$ cat config.mk
export PLATFORM = sky130hd
export DESIGN_NAME = patch_app
export DESIGN_NICKNAME = d
export VERILOG_FILES = /design/src/patch_pkg.sv /design/src/dram_sequencer.sv /design/src/frame_tracker.sv /design/src/msg_fifo.sv /design/src/msg_router.sv /design/src/patch_app.sv
export SDC_FILE = /design/constraint.sdc
export NUM_CORES = 2
export LEC_CHECK = 0
export BUFFER_PORTS_ARGS = -buffer_cell sky130_fd_sc_hd__buf_2
export CORE_MARGIN = 2
export CORE_UTILIZATION = 38
export CTS_BUF_LIST = sky130_fd_sc_hd__clkbuf_16
export DETAILED_ROUTE_END_ITERATION = 6
export PLACE_DENSITY = 0.57
export SYNTH_ARGS = -nofsm -noshare
export SYNTH_HDL_FRONTEND = slang
export SYNTH_SLANG_ARGS = --single-unit
$ cat constraint.sdc
create_clock -name bus_clk -period 12 [get_ports bus_clk]
set_input_delay 2.4 -clock bus_clk [delete_from_list [all_inputs] [get_ports bus_clk]]
set_output_delay 2.4 -clock bus_clk [all_outputs]
set_load 0.02 [all_outputs]
$ cat src/patch_pkg.sv
package patch_pkg;

  // host word and field sizes
  localparam int XB_SIZE = 32;          // host word, the union below is laid out for it
  localparam int PIX_SIZE = 12;         // one pixel as kept from the host word
  localparam int WORDS_PER_GROUP = 4;   // host words per two-beat DRAM burst
  localparam int ADDR_INC = 8;          // address step per burst

  // counter widths for the frame tracker
  localparam int ROW_SIZE = 12;
  localparam int COL_SIZE = 12;
  localparam int FRAME_SIZE = 16;

  typedef enum logic [1:0] {
    TAG_PIXEL      = 2'd0,
    TAG_COEFF      = 2'd1,
    TAG_COEFF_LAST = 2'd2  // first word of the final coefficient group
  } msg_tag_e;

  // one host word, read either as a pixel pair or as coefficient payload
  typedef union packed {
    struct packed {
      logic [PIX_SIZE-1:0] pix_hi;
      logic [PIX_SIZE-1:0] pix_lo;
      logic [3:0]          reserved;  // low pixel bits, dropped
      logic                fval;
      logic                lval;
      msg_tag_e            tag;
    } pix;
    struct packed {
      logic [XB_SIZE-3:0] payload;
      msg_tag_e           tag;
    } coef;
  } pc_msg_t;

endpackage

$ cat src/dram_sequencer.sv
`timescale 1ns/1ps

module dram_sequencer import patch_pkg::*; #(
  parameter int APP_DATA_WIDTH = 64,
  parameter int ADDR_WIDTH = 27,
  parameter logic [ADDR_WIDTH-1:0] START_ADDR = '0
) (
  input  logic                      bus_clk,
  input  logic                      fds_val,
  input  pc_msg_t                   coef_word,
  input  logic                      coef_empty,
  input  logic                      app_rdy,
  input  logic                      app_wdf_rdy,
  input  logic                      rd_high,
  input  logic                      rd_overflow,
  input  logic                      pix_overflow,
  input  logic                      frame_start,
  output logic                      coef_ack,
  output logic                      app_en,
  output logic                      dram_read,
  output logic [ADDR_WIDTH-1:0]     app_addr,
  output logic                      app_wdf_wren,
  output logic                      app_wdf_end,
  output logic [APP_DATA_WIDTH-1:0] app_wdf_data,
  output logic                      error
);

  localparam logic [2:0] S_GATHER = 3'd0;
  localparam logic [2:0] S_WR_WAIT = 3'd1;   // command and low beat outstanding
  localparam logic [2:0] S_WR2 = 3'd2;       // high beat outstanding
  localparam logic [2:0] S_READING = 3'd3;
  localparam logic [2:0] S_THROTTLED = 3'd4;
  localparam logic [2:0] S_BETWEEN_FRAMES = 3'd5;
  localparam logic [2:0] S_ERROR = 3'd6;

  localparam int IDX_W = $clog2(WORDS_PER_GROUP);
  localparam logic [IDX_W-1:0] LAST_WORD = IDX_W'(WORDS_PER_GROUP - 1);
  localparam logic [ADDR_WIDTH-1:0] STEP = ADDR_WIDTH'(ADDR_INC);

  logic [2:0] state;
  logic [IDX_W-1:0] word_idx;
  logic [2*APP_DATA_WIDTH-1:0] grp_data;  // word k sits at bit 32k
  logic grp_last;
  logic [ADDR_WIDTH-1:0] wr_addr;   // where the next group goes
  logic [ADDR_WIDTH-1:0] end_addr;  // address of the last group written
  logic cmd_done;
  logic grp_full;

  assign coef_ack = (state == S_GATHER) && !coef_empty;
  assign grp_full = coef_ack && word_idx == LAST_WORD;
  assign cmd_done = !app_en || app_rdy;  // write command gone after this edge
  assign error = state == S_ERROR;

  always_ff @(posedge bus_clk) begin
    if (coef_ack) grp_data[word_idx*XB_SIZE +: XB_SIZE] <= coef_word;
    if (grp_full) begin
      app_wdf_data <= grp_data[0 +: APP_DATA_WIDTH];  // words 0 and 1 are already in
    end else if (state == S_WR_WAIT && app_wdf_rdy) begin
      app_wdf_data <= grp_data[APP_DATA_WIDTH +: APP_DATA_WIDTH];
    end
  end

  always_ff @(posedge bus_clk or posedge fds_val) begin
    if (fds_val) begin
      state <= S_GATHER;
      word_idx <= '0;
      grp_last <= 1'b0;
      wr_addr <= START_ADDR;
      end_addr <= START_ADDR;
      app_addr <= START_ADDR;
      app_en <= 1'b0;
      dram_read <= 1'b0;
      app_wdf_wren <= 1'b0;
      app_wdf_end <= 1'b0;
    end else if (rd_overflow || pix_overflow) begin
      state <= S_ERROR;  // held until reset
      app_en <= 1'b0;
      app_wdf_wren <= 1'b0;
    end else begin
      case (state)
        S_GATHER:
          if (coef_ack) begin
            if (word_idx == '0) grp_last <= coef_word.coef.tag == TAG_COEFF_LAST;
            word_idx <= (word_idx == LAST_WORD) ? '0 : word_idx + 1'b1;
            if (grp_full) begin
              app_addr <= wr_addr;
              end_addr <= wr_addr;
              wr_addr <= wr_addr + STEP;
              app_en <= 1'b1;
              dram_read <= 1'b0;
              app_wdf_wren <= 1'b1;
              app_wdf_end <= 1'b0;
              state <= S_WR_WAIT;
            end
          end
        S_WR_WAIT: begin
          if (app_rdy) app_en <= 1'b0;
          if (app_wdf_rdy) begin
            app_wdf_end <= 1'b1;  // high beat closes the burst
            state <= S_WR2;
          end
        end
        S_WR2: begin
          if (app_rdy) app_en <= 1'b0;
          if (app_wdf_rdy) begin
            app_wdf_wren <= 1'b0;
            app_wdf_end <= 1'b0;
          end
          if ((app_wdf_rdy || !app_wdf_wren) && cmd_done) begin
            if (grp_last) begin
              app_addr <= START_ADDR;  // all groups stored, first readback pass
              dram_read <= 1'b1;
              app_en <= 1'b1;
              state <= S_READING;
            end else begin
              state <= S_GATHER;
            end
          end
        end
        S_READING:
          if (app_rdy) begin
            if (app_addr == end_addr) begin
              app_en <= 1'b0;
              state <= S_BETWEEN_FRAMES;
            end else begin
              app_addr <= app_addr + STEP;
              if (rd_high) begin  // readback FIFO has no back-pressure
                app_en <= 1'b0;
                state <= S_THROTTLED;
              end
            end
          end
        S_THROTTLED:
          if (!rd_high) begin
            app_en <= 1'b1;
            state <= S_READING;
          end
        S_BETWEEN_FRAMES:
          if (frame_start) begin
            app_addr <= START_ADDR;
            if (rd_high) begin
              state <= S_THROTTLED;
            end else begin
              app_en <= 1'b1;
              state <= S_READING;
            end
          end
        default: state <= S_ERROR;
      endcase
    end
  end

endmodule

$ cat src/frame_tracker.sv
`timescale 1ns/1ps

module frame_tracker import patch_pkg::*; (
  input  logic                  bus_clk,
  input  logic                  fds_val,
  input  pc_msg_t               pix_word,
  input  logic                  pix_empty,
  output logic                  pix_ack,
  output logic                  pix_valid,
  output logic [PIX_SIZE-1:0]   pix_lo,
  output logic [PIX_SIZE-1:0]   pix_hi,
  output logic [ROW_SIZE-1:0]   pix_row,
  output logic [COL_SIZE-1:0]   pix_col,
  output logic [FRAME_SIZE-1:0] frame_count,
  output logic                  frame_start
);

  localparam logic [1:0] ST_STANDBY = 2'd0;
  localparam logic [1:0] ST_BETWEEN_FRAMES = 2'd1;
  localparam logic [1:0] ST_IN_LINE = 2'd2;
  localparam logic [1:0] ST_BETWEEN_LINES = 2'd3;
  localparam logic [COL_SIZE-1:0] COL_STEP = COL_SIZE'(2);  // two pixels per word

  logic [1:0] state;
  logic [ROW_SIZE-1:0] row_cnt;
  logic [COL_SIZE-1:0] col_cnt;  // column of the next word in the line
  logic report;

  assign pix_ack = !pix_empty;  // never hold the pixel stream back
  assign report = pix_ack && pix_word.pix.lval && state != ST_STANDBY;

  always_ff @(posedge bus_clk) begin
    if (report) begin
      pix_lo <= pix_word.pix.pix_lo;
      pix_hi <= pix_word.pix.pix_hi;
      pix_row <= (state == ST_BETWEEN_FRAMES) ? '0 : row_cnt;
      pix_col <= (state == ST_IN_LINE) ? col_cnt : '0;
    end
  end

  always_ff @(posedge bus_clk or posedge fds_val) begin
    if (fds_val) begin
      state <= ST_STANDBY;
      row_cnt <= '0;
      col_cnt <= '0;
      frame_count <= '0;
      pix_valid <= 1'b0;
      frame_start <= 1'b0;
    end else begin
      pix_valid <= report;
      frame_start <= report && state == ST_BETWEEN_FRAMES;
      if (pix_ack) begin
        case (state)
          ST_STANDBY:
            if (!pix_word.pix.fval) begin  // sync up on a frame gap
              row_cnt <= '0;
              col_cnt <= '0;
              frame_count <= '0;
              state <= ST_BETWEEN_FRAMES;
            end
          ST_BETWEEN_FRAMES:
            if (pix_word.pix.lval) begin
              row_cnt <= '0;
              col_cnt <= COL_STEP;
              state <= ST_IN_LINE;
            end
          ST_IN_LINE:
            if (pix_word.pix.lval) begin
              col_cnt <= col_cnt + COL_STEP;
            end else if (pix_word.pix.fval) begin
              row_cnt <= row_cnt + 1'b1;
              state <= ST_BETWEEN_LINES;
            end else begin
              frame_count <= frame_count + 1'b1;
              state <= ST_BETWEEN_FRAMES;
            end
          default:
            if (pix_word.pix.lval) begin
              col_cnt <= COL_STEP;
              state <= ST_IN_LINE;
            end
        endcase
      end
    end
  end

endmodule

$ cat src/msg_fifo.sv
`timescale 1ns/1ps

module msg_fifo #(
  parameter int WIDTH = 32,
  parameter int FIFO_DEPTH = 16,
  parameter int PROG_FULL = 12
) (
  input  logic             bus_clk,
  input  logic             fds_val,
  input  logic [WIDTH-1:0] din,
  input  logic             wr_en,
  input  logic             rd_en,
  output logic [WIDTH-1:0] dout,
  output logic             empty,
  output logic             high,
  output logic             overflow
);

  localparam int PTR_W = $clog2(FIFO_DEPTH);
  localparam int CNT_W = $clog2(FIFO_DEPTH + 1);
  localparam logic [PTR_W-1:0] LAST_SLOT = PTR_W'(FIFO_DEPTH - 1);
  localparam logic [CNT_W-1:0] FULL_LVL = CNT_W'(FIFO_DEPTH);
  localparam logic [CNT_W-1:0] HIGH_LVL = CNT_W'(PROG_FULL);

  logic [WIDTH-1:0] mem [FIFO_DEPTH];
  logic [PTR_W-1:0] wr_ptr;
  logic [PTR_W-1:0] rd_ptr;
  logic [CNT_W-1:0] count;
  logic full;
  logic do_wr;
  logic do_rd;

  assign full = count == FULL_LVL;
  assign empty = count == '0;
  assign high = count >= HIGH_LVL;
  assign dout = mem[rd_ptr];  // head entry shows while not empty
  assign do_wr = wr_en && !full;
  assign do_rd = rd_en && !empty;

  always_ff @(posedge bus_clk) begin
    if (do_wr) mem[wr_ptr] <= din;
  end

  always_ff @(posedge bus_clk or posedge fds_val) begin
    if (fds_val) begin
      wr_ptr <= '0;
      rd_ptr <= '0;
      count <= '0;
      overflow <= 1'b0;
    end else begin
      if (do_wr) wr_ptr <= (wr_ptr == LAST_SLOT) ? '0 : wr_ptr + 1'b1;
      if (do_rd) rd_ptr <= (rd_ptr == LAST_SLOT) ? '0 : rd_ptr + 1'b1;
      if (do_wr && !do_rd) begin
        count <= count + 1'b1;
      end else if (do_rd && !do_wr) begin
        count <= count - 1'b1;
      end
      if (wr_en && full) overflow <= 1'b1;  // sticky, word is dropped
    end
  end

endmodule

$ cat src/msg_router.sv
`timescale 1ns/1ps

module msg_router import patch_pkg::*; (
  input  logic    bus_clk,
  input  logic    fds_val,
  input  pc_msg_t pc_msg,
  input  logic    pc_msg_empty,
  input  logic    pix_high,
  input  logic    coef_high,
  output logic    pc_msg_ack,
  output pc_msg_t fwd_word,
  output logic    pix_wr,
  output logic    coef_wr
);

  localparam int GRP_W = $clog2(WORDS_PER_GROUP);
  localparam logic [GRP_W-1:0] LAST_IN_GRP = GRP_W'(WORDS_PER_GROUP - 1);

  logic [GRP_W-1:0] grp_cnt;  // position inside the current coefficient group
  logic to_coef;

  // stall the host while either destination is close to full
  assign pc_msg_ack = !pc_msg_empty && !pix_high && !coef_high;

  // a tag-0 word in the middle of a group is still coefficient data
  assign to_coef = (grp_cnt != '0) || (pc_msg.coef.tag != TAG_PIXEL);

  always_ff @(posedge bus_clk) begin
    if (pc_msg_ack) fwd_word <= pc_msg;
  end

  always_ff @(posedge bus_clk or posedge fds_val) begin
    if (fds_val) begin
      grp_cnt <= '0;
      pix_wr <= 1'b0;
      coef_wr <= 1'b0;
    end else begin
      pix_wr <= pc_msg_ack && !to_coef;
      coef_wr <= pc_msg_ack && to_coef;
      if (pc_msg_ack && to_coef) begin
        grp_cnt <= (grp_cnt == LAST_IN_GRP) ? '0 : grp_cnt + 1'b1;
      end
    end
  end

endmodule

$ cat src/patch_app.sv
`timescale 1ns/1ps

module patch_app import patch_pkg::*; #(
  parameter int APP_DATA_WIDTH = 64,
  parameter int ADDR_WIDTH = 27,
  parameter logic [ADDR_WIDTH-1:0] START_ADDR = '0,
  parameter int MSG_FIFO_DEPTH = 16,
  parameter int COEF_FIFO_DEPTH = 32,
  parameter int COEF_PROG_FULL = 16
) (
  input  logic                      bus_clk,
  input  logic                      fds_val,
  input  pc_msg_t                   pc_msg,
  input  logic                      pc_msg_empty,
  output logic                      pc_msg_ack,
  input  logic                      app_rdy,
  output logic                      app_en,
  output logic                      dram_read,
  output logic [ADDR_WIDTH-1:0]     app_addr,
  input  logic                      app_wdf_rdy,
  output logic                      app_wdf_wren,
  output logic                      app_wdf_end,
  output logic [APP_DATA_WIDTH-1:0] app_wdf_data,
  input  logic                      app_rd_data_valid,
  input  logic [APP_DATA_WIDTH-1:0] app_rd_data,
  output logic                      pix_valid,
  output logic [PIX_SIZE-1:0]       pix_lo,
  output logic [PIX_SIZE-1:0]       pix_hi,
  output logic [ROW_SIZE-1:0]       pix_row,
  output logic [COL_SIZE-1:0]       pix_col,
  output logic [FRAME_SIZE-1:0]     frame_count,
  output logic                      frame_start,
  output logic [APP_DATA_WIDTH-1:0] coeff_data,
  output logic                      coeff_valid,
  input  logic                      coeff_ack,
  output logic                      error
);

  // router acks combinationally and pushes a cycle later, so leave two slots
  localparam int MSG_PROG_FULL = MSG_FIFO_DEPTH - 2;

  pc_msg_t fwd_word;
  pc_msg_t pix_word;
  pc_msg_t coef_word;
  logic pix_wr;
  logic coef_wr;
  logic pix_ack;
  logic pix_empty;
  logic pix_high;
  logic pix_overflow;
  logic coef_ack;
  logic coef_empty;
  logic coef_high;
  logic rd_empty;
  logic rd_high;
  logic rd_overflow;

  assign coeff_valid = !rd_empty;

  msg_router router0 (
    .bus_clk(bus_clk), .fds_val(fds_val),
    .pc_msg(pc_msg), .pc_msg_empty(pc_msg_empty), .pc_msg_ack(pc_msg_ack),
    .pix_high(pix_high), .coef_high(coef_high),
    .fwd_word(fwd_word), .pix_wr(pix_wr), .coef_wr(coef_wr)
  );

  msg_fifo #(.WIDTH(XB_SIZE), .FIFO_DEPTH(MSG_FIFO_DEPTH), .PROG_FULL(MSG_PROG_FULL)) pix_fifo (
    .bus_clk(bus_clk), .fds_val(fds_val),
    .din(fwd_word), .wr_en(pix_wr), .rd_en(pix_ack),
    .dout(pix_word), .empty(pix_empty), .high(pix_high), .overflow(pix_overflow)
  );

  msg_fifo #(.WIDTH(XB_SIZE), .FIFO_DEPTH(MSG_FIFO_DEPTH), .PROG_FULL(MSG_PROG_FULL)) coef_fifo (
    .bus_clk(bus_clk), .fds_val(fds_val),
    .din(fwd_word), .wr_en(coef_wr), .rd_en(coef_ack),
    .dout(coef_word), .empty(coef_empty), .high(coef_high), .overflow()
  );

  frame_tracker tracker0 (
    .bus_clk(bus_clk), .fds_val(fds_val),
    .pix_word(pix_word), .pix_empty(pix_empty), .pix_ack(pix_ack),
    .pix_valid(pix_valid), .pix_lo(pix_lo), .pix_hi(pix_hi),
    .pix_row(pix_row), .pix_col(pix_col),
    .frame_count(frame_count), .frame_start(frame_start)
  );

  dram_sequencer #(
    .APP_DATA_WIDTH(APP_DATA_WIDTH), .ADDR_WIDTH(ADDR_WIDTH), .START_ADDR(START_ADDR)
  ) seq0 (
    .bus_clk(bus_clk), .fds_val(fds_val),
    .coef_word(coef_word), .coef_empty(coef_empty), .coef_ack(coef_ack),
    .app_rdy(app_rdy), .app_en(app_en), .dram_read(dram_read), .app_addr(app_addr),
    .app_wdf_rdy(app_wdf_rdy), .app_wdf_wren(app_wdf_wren),
    .app_wdf_end(app_wdf_end), .app_wdf_data(app_wdf_data),
    .rd_high(rd_high), .rd_overflow(rd_overflow), .pix_overflow(pix_overflow),
    .frame_start(frame_start), .error(error)
  );

  // read beats land here unconditionally, the sequencer throttles on high
  msg_fifo #(
    .WIDTH(APP_DATA_WIDTH), .FIFO_DEPTH(COEF_FIFO_DEPTH), .PROG_FULL(COEF_PROG_FULL)
  ) rd_fifo (
    .bus_clk(bus_clk), .fds_val(fds_val),
    .din(app_rd_data), .wr_en(app_rd_data_valid), .rd_en(coeff_ack),
    .dout(coeff_data), .empty(rd_empty), .high(rd_high), .overflow(rd_overflow)
  );

endmodule

==> qor.yml <==
status: "finished clean"
synth_enable_flop_cells: 3247
cap_violations: 0
cts_tree: "built"
syn_inst: 6964
cts_hold_buf: 0
yosys_warnings: 0
ir_drop_v: 0.000212
vias: 69906
worst-path-max-fanout: 71
start_kind: "flop"
r2r_slack_ns: 7.30
wl_mm: 362
cts_resized: 0
row_count: 217
syn-mean-instance-area_um2: 19.1
drive_above_1_share: 0.212
rr_worst_depth: 7
min_period_ns: 7.51
synth_cell_types: 87
rsz0062_at_grt: "no"
p_leak_nw: 49.9
dp_slack_ns: 5.38
gp_congestion: 0.814
synth-seq-cells: 3420
post-cts-setup-buffer-count: 0
drv_slew: 0
async_reset_ff_frac: 0.0506
holdCritPathClass: "flop to flop"
clock_latency_ns: 0.94
drc: 0
fin_util: 0.437
synth_area_um2: 133000
dieHeight_um: 596
synthFlopType: "edfxtp_1"
cts_root_buf: "clkbuf_16"
worstSetupEndpointType: "output port"
areaGrowthSynthToFinish_pct: 14.4
setup_tns_ns: 0
drt-pass1-iter-count: 5
hold_viol: 0
worstHoldPathCells: 1
max_slew_margin: 0.169
port_buffers: 326
cts_sinks: 3420
power.total_mw: 32.5
arrival_ns: 5.11
grt_pass1_vias: 70197
r2r-end: "tracker0.col_cnt[1]$_DFFE_PP0P_"
numCtsBuffers: 361
clk_pin_slew_ns: 0.06
dieArea_um2: 356000
synth.yosys.seq_area_share: 0.764
cpLargestDelayFamily: "buffers and inverters"
start_util: 0.382
setup_ws_ns: 4.49
period_share: 0.626
fmax_ghz: 0.133
die_w_um: 596
required_ns: 9.60
slowest_delay_ns: 1.01
whs_ns: 0.497
drtAntennaViolNets: 0
coreArea_um2: 349000
drt_iter0_drc: 6990
crit_chain: "inv_6 > buf_4 > o221ai_1 > o22ai_1 > a211oi_1 > a21o_1 > buf_2"
via_per_inst: 5.68
clockBufferDepth: 4
crit-reg2reg-launch: "pix_fifo.rd_ptr[1]$_DFFE_PP0P_"
final-setup-viol-count: 0
grt_usage: 0.199
path_class: "flop to output port"
antenna_found_initial: 43
crit_path_start: "rd_fifo.rd_ptr[3]$_DFFE_PP0P_"
pin_count: 331
cp_slowest_cell: "buf_4"
worst-path-buf-inv: 3
h-tree-depth: 5
wl_per_cell_um: 29.4
finalClockSkew_ns: 0.0879
crit_end: "coeff_data[54]"
dp_hpwl_mm: 187
grt_max_degree: 134
crit_cells: 7
grt_pass1_wl_mm: 513
power.density_nw_per_um2: 213
worst_pin_slew_ns: 1.25
nets: 7565
grt_remaining_overflow: 0
## kinds of logic after synthesis
| kind of cell | count (synthesis) | synth area share |
|---|---|---|
| AND/OR/NAND/NOR | 813 | 0.0293 |
| multiplexers | 1161 | 0.131 |
| AO/OA/AOI/OAI | 1012 | 0.0535 |
| buffers and inverters | 444 | 0.0138 |
| other | 1 | 0.0000281 |
| adder cells (fa/ha/maj) | 45 | 0.00434 |
| XOR/XNOR | 68 | 0.00447 |
| flip-flops | 3420 | 0.764 |
## Yosys cell counts (86+ instances only)
library cell,number,share of area
a21oi_1,168,0.0063
clkbuf_1,229,0.0064
mux2i_1,596,0.045
nor2_1,114,0.0032
dfrtp_1,173,0.032
nand2_1,353,0.0099
edfxtp_1,3247,0.73
mux4_2,455,0.077
and2_1,118,0.0055
o221ai_1,250,0.016
buf_2,100,0.0038
o22ai_1,128,0.0060
o21ai_0,113,0.0042
mux2_2,86,0.0073
## power breakdown
| group | total [mW] | internal [mW] | switching (mW) | leakage (nW) |
|---|---|---|---|---|
| registers | 14.5 | 13.9 | 0.640 | 31.1 |
| logic | 7.01 | 2.52 | 4.49 | 12.8 |
| clock network | 11.0 | 6.33 | 4.65 | 5.94 |
| total | 32.5 | 22.7 | 9.78 | 49.9 |
## flip-flops by register name (all words and copies together) (netlist names), 11 cells and up
signal	cells
tracker0.pix_lo	12
pix_fifo.mem	416
rd_fifo.mem	2048
tracker0.frame_count	16
seq0.app_addr	24
seq0.grp_data	128
tracker0.pix_row	12
tracker0.col_cnt	11
tracker0.pix_col	11
seq0.wr_addr	24
tracker0.pix_hi	12
tracker0.row_cnt	12
coef_fifo.mem	512
seq0.end_addr	24
router0.fwd_word	32
seq0.app_wdf_data	64
## placed cells by master, fill, tap and decap left out, drive strengths merged, types with 8 or more instances in the layout
| master | n |
|---|---|
| a22oi | 38 |
| edfxtp | 3247 |
| bufinv | 35 |
| o31ai | 26 |
| a221oi | 32 |
| a21o | 72 |
| o21ai | 140 |
| mux4 | 456 |
| or2 | 8 |
| a31oi | 13 |
| or3 | 13 |
| o22ai | 130 |
| a21oi | 168 |
| nor4 | 22 |
| nand3 | 48 |
| a211oi | 68 |
| clkbuf | 369 |
| nand2 | 353 |
| xnor2 | 47 |
| mux2 | 109 |
| nand2b | 16 |
| and3 | 27 |
| ha | 43 |
| clkinv | 161 |
| inv | 127 |
| nor2 | 115 |
| nor3 | 39 |
| nand4 | 21 |
| diode | 9 |
| buf | 484 |
| xor2 | 21 |
| o221ai | 250 |
| dfrtp | 173 |
| mux2i | 596 |
| or4 | 9 |
| and2 | 118 |
## final cells by class
cell class,instances,area [um^2]
fillers,29917,197000
flip-flops and latches,3420,102000
multi-input cells,3103,30200
clock buffers,369,9230
well taps,4599,5750
repair buffers,484,2920
clock inverters,283,2360
inverters,47,189
diodes,9,22.5
## per-layer routing
| metal | share of wire | vias up | track usage |
|---|---|---|---|
| li1 | - | 29498 | - |
| met3 | 0.063 | 611 | 0.0297 |
| met2 | 0.49 | 2549 | 0.332 |
| met1 | 0.42 | 37242 | 0.270 |
| met5 | 0.000094 | - | 0 |
| met4 | 0.031 | 6 | 0.0574 |
## per-stage QoR
stage          cell area (um^2)  cells
2_1_floorplan            133000   6967
3_3_place_gp             141000  11653
3_5_place_dp             141000  11653
4_1_cts                  153000  12305
5_1_grt                  153000  12308
6_report                 153000  12314
## worst min path at each step
stage / start / endpoint / slack [ns]
floorplan: pix_fifo.overflow$_DFFE_PP0P_ / pix_fifo.overflow$_DFFE_PP0P_ / 0.46
global placement: seq0.end_addr[12]$_DFFE_PP0P_ / seq0.end_addr[12]$_DFFE_PP0P_ / 0.48
detailed placement: seq0.end_addr[8]$_DFFE_PP0P_ / seq0.end_addr[8]$_DFFE_PP0P_ / 0.49
CTS: seq0.end_addr[8]$_DFFE_PP0P_ / seq0.end_addr[8]$_DFFE_PP0P_ / 0.50
global route: seq0.end_addr[12]$_DFFE_PP0P_ / seq0.end_addr[12]$_DFFE_PP0P_ / 0.51
finish: seq0.dram_read$_DFFE_PP0P_ / seq0.dram_read$_DFFE_PP0P_ / 0.50
(Power assumes the default switching activity.)
